`src/hw/slot_adc_pkg.sv`:
```
`default_nettype none

package slot_adc_pkg;

    // Converter sample and output word widths
    localparam int SAMPLE_W     = 24;
    localparam int AUDIO_WORD_W = 32;

    // Command bytes and the acon register share this width
    localparam int CMD_W = 8;

    // Bit position counter inside one LRCK half frame
    localparam int BIT_COUNT_W = 6;

    // Sample FIFO geometry
    localparam int FIFO_DEPTH   = 16;
    localparam int FIFO_COUNT_W = 5;

    // One-byte command codes
    localparam logic [CMD_W-1:0] CMD_START_RECORDING = 8'h10;
    localparam logic [CMD_W-1:0] CMD_STOP_RECORDING  = 8'h11;
    // Followed by one parameter byte
    localparam logic [CMD_W-1:0] CMD_SET_ACON        = 8'h12;

    // Converter control defaults
    localparam logic [CMD_W-1:0] ACON_RESET = 8'h51;

endpackage

`default_nettype wire

```
`src/hw/i2s_capture.sv`:
```
`timescale 1ns/1ps
`default_nettype none

module i2s_capture (
    input  logic                              adc_pbck,
    input  logic                              reset,
    input  logic                              adc_plrck,
    input  logic                              adc_pdata,
    output logic                              word_valid,
    output logic [slot_adc_pkg::SAMPLE_W-1:0] word_data,
    output logic                              word_is_left
);
    import slot_adc_pkg::*;

    // Position 1 holds the MSB, position SAMPLE_W the LSB
    localparam logic [BIT_COUNT_W-1:0] FIRST_POS = BIT_COUNT_W'(1);
    localparam logic [BIT_COUNT_W-1:0] LSB_POS   = BIT_COUNT_W'(SAMPLE_W);
    // Counter parks here once the word is complete
    localparam logic [BIT_COUNT_W-1:0] IDLE_POS  = BIT_COUNT_W'(SAMPLE_W + 1);

    logic                   lrck_prev;
    logic                   lrck_seen;
    logic [BIT_COUNT_W-1:0] bit_pos;
    logic [SAMPLE_W-1:0]    shift_reg;
    logic                   lrck_change;
    logic                   bit_in_word;

    // Edge that first samples a new LRCK level is position 0
    assign lrck_change = (adc_plrck != lrck_prev);
    assign bit_in_word = (bit_pos >= FIRST_POS) && (bit_pos <= LSB_POS);

    always_ff @(posedge adc_pbck) begin
        if (reset) begin
            // Track the line during reset so the first change seen is a real one
            lrck_prev  <= adc_plrck;
            lrck_seen  <= 1'b0;
            bit_pos    <= IDLE_POS;
            word_valid <= 1'b0;
        end else begin
            lrck_prev <= adc_plrck;
            // The half frame in progress at reset release is incomplete
            word_valid <= lrck_change && lrck_seen;
            if (lrck_change) begin
                lrck_seen <= 1'b1;
                bit_pos   <= FIRST_POS;
            end else if (bit_pos != IDLE_POS) begin
                bit_pos <= bit_pos + 1'b1;
            end
        end
    end

    // Word assembly
    always_ff @(posedge adc_pbck) begin
        if (lrck_change) begin
            word_data    <= shift_reg;
            // LRCK low carried the left channel
            word_is_left <= !lrck_prev;
            shift_reg    <= '0;
        end else if (bit_in_word) begin
            shift_reg <= {shift_reg[SAMPLE_W-2:0], adc_pdata};
        end
    end

endmodule

`default_nettype wire

```
`src/hw/record_gate.sv`:
```
`timescale 1ns/1ps
`default_nettype none

module record_gate (
    input  logic                                  adc_pbck,
    input  logic                                  reset,
    input  logic                                  record_request,
    input  logic                                  word_valid,
    input  logic [slot_adc_pkg::SAMPLE_W-1:0]     word_data,
    input  logic                                  word_is_left,
    output logic                                  push,
    output logic [slot_adc_pkg::AUDIO_WORD_W-1:0] push_data
);
    import slot_adc_pkg::*;

    localparam int PAD_W = AUDIO_WORD_W - SAMPLE_W;

    logic enable;
    logic admit;

    // A left word takes the request directly, its right partner
    // follows whatever the left word was given
    always_comb begin
        if (word_is_left) begin
            admit = record_request;
        end else begin
            admit = enable;
        end
    end

    assign push      = word_valid && admit;
    assign push_data = {{PAD_W{1'b0}}, word_data};

    // Enable only moves on left words so a pair is never split
    always_ff @(posedge adc_pbck) begin
        if (reset) begin
            enable <= 1'b0;
        end else if (word_valid && word_is_left) begin
            enable <= record_request;
        end
    end

endmodule

`default_nettype wire

```
`src/hw/sample_fifo.sv`:
```
`timescale 1ns/1ps
`default_nettype none

module sample_fifo (
    input  logic                                  adc_pbck,
    input  logic                                  reset,
    input  logic                                  push,
    input  logic [slot_adc_pkg::AUDIO_WORD_W-1:0] push_data,
    output logic                                  aud_valid,
    output logic [slot_adc_pkg::AUDIO_WORD_W-1:0] aud_data,
    input  logic                                  aud_ready,
    output logic                                  overflow
);
    import slot_adc_pkg::*;

    // Depth is a power of two so the pointers wrap on their own
    localparam int PTR_W = $clog2(FIFO_DEPTH);
    localparam logic [FIFO_COUNT_W-1:0] FULL_COUNT = FIFO_COUNT_W'(FIFO_DEPTH);

    logic [AUDIO_WORD_W-1:0] mem [FIFO_DEPTH];
    logic [PTR_W-1:0]        wr_ptr;
    logic [PTR_W-1:0]        rd_ptr;
    logic [FIFO_COUNT_W-1:0] count;
    logic                    full;
    logic                    wr_en;
    logic                    rd_en;

    assign full  = (count == FULL_COUNT);
    // Samples arrive in real time, so a push into a full buffer is lost
    assign wr_en = push && !full;
    assign rd_en = aud_valid && aud_ready;

    // Head entry stays put until popped
    assign aud_valid = (count != '0);
    assign aud_data  = mem[rd_ptr];

    always_ff @(posedge adc_pbck) begin
        if (wr_en) begin
            mem[wr_ptr] <= push_data;
        end
    end

    always_ff @(posedge adc_pbck) begin
        if (reset) begin
            wr_ptr   <= '0;
            rd_ptr   <= '0;
            count    <= '0;
            overflow <= 1'b0;
        end else begin
            if (wr_en) begin
                wr_ptr <= wr_ptr + 1'b1;
            end
            if (rd_en) begin
                rd_ptr <= rd_ptr + 1'b1;
            end
            case ({wr_en, rd_en})
                2'b10: count <= count + 1'b1;
                2'b01: count <= count - 1'b1;
                default: count <= count;
            endcase
            // Sticky until reset
            if (push && full) begin
                overflow <= 1'b1;
            end
        end
    end

endmodule

`default_nettype wire

```
`src/hw/slot_cmd_decoder.sv`:
```
`timescale 1ns/1ps
`default_nettype none

module slot_cmd_decoder (
    input  logic                           adc_pbck,
    input  logic                           reset,
    input  logic                           ctl_valid,
    input  logic [slot_adc_pkg::CMD_W-1:0] ctl_data,
    output logic                           record_request,
    output logic [slot_adc_pkg::CMD_W-1:0] acon
);
    import slot_adc_pkg::*;

    // Low while waiting for a command code, high on its parameter byte
    logic             byte_pos;
    logic [CMD_W-1:0] cur_cmd;

    always_ff @(posedge adc_pbck) begin
        if (reset) begin
            byte_pos       <= 1'b0;
            cur_cmd        <= '0;
            record_request <= 1'b0;
            acon           <= ACON_RESET;
        end else if (ctl_valid) begin
            if (!byte_pos) begin
                case (ctl_data)
                    CMD_START_RECORDING: begin
                        record_request <= 1'b1;
                    end
                    CMD_STOP_RECORDING: begin
                        record_request <= 1'b0;
                    end
                    CMD_SET_ACON: begin
                        cur_cmd  <= ctl_data;
                        byte_pos <= 1'b1;
                    end
                    // Unknown codes are dropped
                    default: begin
                        byte_pos <= 1'b0;
                    end
                endcase
            end else begin
                if (cur_cmd == CMD_SET_ACON) begin
                    acon <= ctl_data;
                end
                byte_pos <= 1'b0;
            end
        end
    end

endmodule

`default_nettype wire

```
`src/hw/slot_adc_rx.sv`:
```
`timescale 1ns/1ps
`default_nettype none

module slot_adc_rx (
    input  logic                                  adc_pbck,
    input  logic                                  reset,
    input  logic                                  ctl_valid,
    input  logic [slot_adc_pkg::CMD_W-1:0]        ctl_data,
    input  logic                                  adc_plrck,
    input  logic                                  adc_pdata,
    output logic                                  aud_valid,
    output logic [slot_adc_pkg::AUDIO_WORD_W-1:0] aud_data,
    input  logic                                  aud_ready,
    output logic [slot_adc_pkg::CMD_W-1:0]        acon,
    output logic                                  overflow
);
    import slot_adc_pkg::*;

    logic                    record_request;
    logic                    word_valid;
    logic [SAMPLE_W-1:0]     word_data;
    logic                    word_is_left;
    logic                    push;
    logic [AUDIO_WORD_W-1:0] push_data;

    slot_cmd_decoder u_cmd_decoder (
        .adc_pbck       (adc_pbck),
        .reset          (reset),
        .ctl_valid      (ctl_valid),
        .ctl_data       (ctl_data),
        .record_request (record_request),
        .acon           (acon)
    );

    // Serial converter data to 24-bit channel words
    i2s_capture u_capture (
        .adc_pbck     (adc_pbck),
        .reset        (reset),
        .adc_plrck    (adc_plrck),
        .adc_pdata    (adc_pdata),
        .word_valid   (word_valid),
        .word_data    (word_data),
        .word_is_left (word_is_left)
    );

    record_gate u_gate (
        .adc_pbck       (adc_pbck),
        .reset          (reset),
        .record_request (record_request),
        .word_valid     (word_valid),
        .word_data      (word_data),
        .word_is_left   (word_is_left),
        .push           (push),
        .push_data      (push_data)
    );

    sample_fifo u_fifo (
        .adc_pbck  (adc_pbck),
        .reset     (reset),
        .push      (push),
        .push_data (push_data),
        .aud_valid (aud_valid),
        .aud_data  (aud_data),
        .aud_ready (aud_ready),
        .overflow  (overflow)
    );

endmodule

`default_nettype wire

```
`config.mk`:
```
export PLATFORM = sky130hd
export DESIGN_NAME = slot_adc_rx
export DESIGN_NICKNAME = d
export VERILOG_FILES = /design/src/hw/slot_adc_pkg.sv /design/src/hw/i2s_capture.sv /design/src/hw/record_gate.sv /design/src/hw/sample_fifo.sv /design/src/hw/slot_cmd_decoder.sv /design/src/hw/slot_adc_rx.sv
export SDC_FILE = /design/constraint.sdc
export NUM_CORES = 1
export LEC_CHECK = 0
export BUFFER_PORTS_ARGS = -buffer_cell sky130_fd_sc_hd__buf_2
export CORE_MARGIN = 5
export CORE_UTILIZATION = 57
export DETAILED_ROUTE_END_ITERATION = 16
export PLACE_DENSITY = 0.84
export SYNTH_ARGS = -nofsm -noshare
export SYNTH_HDL_FRONTEND = slang
export SYNTH_HIERARCHICAL = 1
export SYNTH_SLANG_ARGS = --single-unit
```
`constraint.sdc`:
```
create_clock -name adc_pbck -period 4.1 [get_ports adc_pbck]
set_input_delay 0.41 -clock adc_pbck [delete_from_list [all_inputs] [get_ports adc_pbck]]
set_output_delay 0.41 -clock adc_pbck [all_outputs]
set_load 0.1 [all_outputs]
```
==> run_summary.xml <==
<?xml version="1.0" encoding="UTF-8"?>
<metrics>
  <group name="status">
    <metric name="result_of_the_run" unit="">finished, final reports clean</metric>
  </group>
  <group name="finish">
    <metric name="multi_input_area" unit="µm²">5280</metric>
    <metric name="ff_latch_area" unit="µm²">17500</metric>
    <metric name="most_common_library_cell_in_the_layout_ignoring_fill_and_taps" unit="">edfxtp_1</metric>
    <metric name="diodes" unit="">0</metric>
    <metric name="post_layout_net_count" unit="">1180</metric>
    <metric name="stdcell_count" unit="">1732</metric>
    <metric name="post_route_cells_drive_above_1_share" unit="%">30.4</metric>
    <metric name="mostFrequentLayoutCells" unit="">edfxtp_1 (537), mux4_2 (160), dfxtp_1 (66), clkbuf_16 (57), buf_2 (55)</metric>
    <metric name="fillers" unit="">2526</metric>
    <metric name="flip_flop_count_of_the_largest_register_after_layout" unit="">512</metric>
    <metric name="area_growth_syn_to_layout" unit="%">12.1</metric>
  </group>
  <group name="global_routing">
    <metric name="gr-usage-all-layers" unit="%">22.3</metric>
    <metric name="aggregate_global_routing_overflow" unit="">0</metric>
    <metric name="initial_antenna_violation_count" unit="">0</metric>
    <metric name="vias_in_the_first_global_route" unit="">11310</metric>
    <metric name="grt_max_degree" unit="">49</metric>
    <metric name="grt_first_pass_wirelength" unit="mm">73.1</metric>
  </group>
  <group name="power">
    <metric name="sequential_share_of_power" unit="%">56.1</metric>
    <metric name="fin_total_pwr" unit="mW">12.2</metric>
    <metric name="power-per-cell-area" unit="nW/µm²">471</metric>
    <metric name="power.share.switching" unit="%">19.3</metric>
    <metric name="p_switching" unit="mW">2.36</metric>
    <metric name="internal_power" unit="mW">9.87</metric>
    <metric name="ir_worst_vdd" unit="mV">0.327</metric>
    <metric name="power_frac_comb" unit="%">1.2</metric>
    <metric name="power_leakage" unit="nW">8.27</metric>
    <metric name="clock_power_share" unit="%">42.7</metric>
  </group>
  <group name="drt">
    <metric name="wl_per_cell" unit="µm">28.1</metric>
    <metric name="remaining_drc_errors" unit="">0</metric>
    <metric name="drt-vias-per-instance" unit="">6.26</metric>
    <metric name="drt_iter0_drc" unit="">1179</metric>
    <metric name="dr.pass1.iters" unit="">5</metric>
    <metric name="drt-total-wl" unit="mm">48.7</metric>
    <metric name="postRouteAntennaNets" unit="">0</metric>
    <metric name="via_count" unit="">10835</metric>
  </group>
  <group name="run">
    <metric name="max_cap_viol_count" unit="">0</metric>
  </group>
  <group name="logic_synthesis">
    <metric name="synth.top_cells.by_area" unit="">edfxtp_1 (69%), mux4_2 (16%), dfxtp_1 (6.0%)</metric>
    <metric name="post-synth-top-area-cell" unit="">edfxtp_1</metric>
    <metric name="postSynthRegisterBits" unit="">607</metric>
    <metric name="netlist.area_leader.share" unit="%">69.5</metric>
    <metric name="synth_sequential_area_ratio" unit="%">75.5</metric>
    <metric name="post_synth.cell_area_avg" unit="µm²">21.4</metric>
    <metric name="syn-instance-count" unit="">1086</metric>
    <metric name="edff_count_synth" unit="">537</metric>
    <metric name="synth_area" unit="µm²">23200</metric>
    <metric name="yosysWarningCount" unit="">6</metric>
    <metric name="fraction_of_registers_with_async_set_reset" unit="%">0</metric>
    <metric name="post_synthesis_cell_type_count" unit="">54</metric>
    <metric name="dominantRegCellSynth" unit="">edfxtp_1</metric>
  </group>
  <group name="floorplanning">
    <metric name="die_area" unit="µm²">44800</metric>
    <metric name="die_x" unit="µm">212</metric>
    <metric name="initial_core_utilization" unit="%">57.2</metric>
    <metric name="ioPinCount" unit="">56</metric>
    <metric name="die_height" unit="µm">212</metric>
    <metric name="placeable_area" unit="µm²">40600</metric>
    <metric name="floorplan.rows" unit="">74</metric>
  </group>
  <group name="clock_tree">
    <metric name="cts_inserted_buffers" unit="">56</metric>
    <metric name="cts.sinks" unit="">607</metric>
    <metric name="clockRootBuffer" unit="">clkbuf_16</metric>
    <metric name="cts.repair.resized" unit="">0</metric>
    <metric name="path_clk_slew" unit="ns">0.07</metric>
    <metric name="cts_max_path_buffers" unit="">3</metric>
    <metric name="cts_tree" unit="">built</metric>
    <metric name="clock_insertion_delay_worst_skew" unit="ns">0.60</metric>
    <metric name="clock_tree.htree_level_count" unit="">2</metric>
  </group>
  <group name="place">
    <metric name="dp_cell_count" unit="">1628</metric>
    <metric name="finalWeightedCongestion" unit="">0.761</metric>
    <metric name="buffer_ports.inserted" unit="">55</metric>
    <metric name="post_placement_setup_slack" unit="ns">1.09</metric>
    <metric name="placed_wire_length_estimate" unit="mm">24.4</metric>
  </group>
  <group name="min_path">
    <metric name="worst_hold_path.num_cells" unit="">3</metric>
    <metric name="worst_hold_startpoint" unit="">ctl_data[7]</metric>
    <metric name="holdCritPathClass" unit="">input pin to register</metric>
  </group>
  <group name="timing">
    <metric name="finalHoldViolations" unit="">0</metric>
    <metric name="fmax" unit="MHz">280</metric>
    <metric name="setup-tns-final" unit="ns">0</metric>
    <metric name="fin_skew" unit="ns">0.0152</metric>
    <metric name="timing_worst_slew_pin_value" unit="ns">0.883</metric>
    <metric name="final.setup.worst_slack" unit="ns">0.531</metric>
    <metric name="min_period_over_period" unit="%">87.1</metric>
    <metric name="rsz0062_at_grt" unit="">false</metric>
    <metric name="fin_crit" unit="ns">3.57</metric>
    <metric name="maxSlewViolCount" unit="">0</metric>
    <metric name="setup-violations-final" unit="">0</metric>
    <metric name="worst_slew_margin_rel" unit="%">41.1</metric>
  </group>
  <group name="setup_path">
    <metric name="timing.reg2reg.worst_path_depth" unit="">11</metric>
    <metric name="crit-reg2reg-launch" unit="">u_capture/word_is_left$_DFFE_PN_</metric>
    <metric name="timing.critical_path.from_type" unit="">register</metric>
    <metric name="cp.required" unit="ns">3.69</metric>
    <metric name="cp_max_fo" unit="">29</metric>
    <metric name="endpoint_kind" unit="">primary output</metric>
    <metric name="timing.critical_path.arrival" unit="ns">3.16</metric>
    <metric name="crit_path_kind" unit="">register to primary output</metric>
  </group>
</metrics>
final cells by class:
cell class / instances / share of cell area, %
Tap cell: 532 / 2.56
Multi-Input combinational cell: 391 / 20.3
Inverter: 13 / 0.188
Timing Repair Buffer: 86 / 2.30
Clock buffer: 76 / 6.15
Clock inverter: 27 / 1.07
Sequential cell: 607 / 67.4
per-stage QoR:
step / cell area, µm² / hold WS [ns] / utilization, %
2_1_floorplan: 23200 / 0.408 / -
3_3_place_gp: 24100 / 0.411 / 59.5
3_5_place_dp: 24100 / 0.415 / 59.5
4_1_cts: 26000 / 0.0675 / 64.1
5_1_grt: 26000 / 0.0962 / 64.1
6_report: 26000 / 0.0938 / 64.1
Yosys cell counts, types with 2 or more instances:
library cell  number
o21ai_0            2
a211oi_1           2
nor4b_1            2
a31oi_1            2
mux4_2           160
buf_12             2
dfxtp_1           70
buf_4             33
xnor2_1            7
buf_2             13
xor2_1             6
a21o_1             2
nor3_1             7
a21oi_1            7
edfxtp_1         537
nand2b_1          15
buf_1              3
mux2i_1           36
nor2b_1            3
nand3_1            4
nor4_4             2
ha_1              11
clkbuf_1          29
and2_1             6
nand2_1           36
mux2_2             2
or3_1              3
nand4_1            3
buf_6              2
nor3b_1            3
nor2_1            41
inv_1             13
power groups by stage:
stage / Clock (mW) / Sequential, mW / Combinational (mW)
finish: 5.23 / 6.86 / 0.141
global route: 5.62 / 6.87 / 0.155
CTS: 5.32 / 6.86 / 0.137
detailed placement: 0 / 6.99 / 0.134
global placement: 0 / 6.98 / 0.130
floorplan: 0 / 6.92 / 0.182
critical path, cell delays in order, from the launching register on:
cell	delay, ns
dfxtp_4	0.75
buf_12	0.29
mux4_2	0.58
mux4_2	0.54
buf_2	0.32
what timing repair did:
action,4_1_cts,5_1_grt
hold endpoints to repair,1,0
hold buffers,1,0
buffers inserted,0,0
cells by family after synthesis:
logic type	after synthesis	synth area share, %
multiplexers	199	17.2
XOR/XNOR	13	0.491
AO/OA/AOI/OAI	25	0.755
flip-flops	607	75.5
other	1	0.0162
buffers and inverters	95	2.35
adder cells (fa/ha/maj)	11	0.593
AND/OR/NAND/NOR	135	3.04
routing by layer:
metal	track usage [%]	wire length [µm]	vias up
li1	-	-	4520
met1	29.7	17900	5707
met2	38.3	25600	524
met3	4.31	4070	84
met4	6.11	1170	0
met5	0	0	-
path summary, 6_finish.rpt:
kind,to,slack (ns)
min,u_cmd_decoder/acon[7]$_SDFFE_PP0P_,0.09
max reg2reg,u_fifo/count[4]$_SDFFE_PP0P_,1.13
max,aud_data[22],0.53
min reg2reg,u_capture/word_data[4]$_DFFE_PN_,0.43
(Power assumes the default switching activity.)
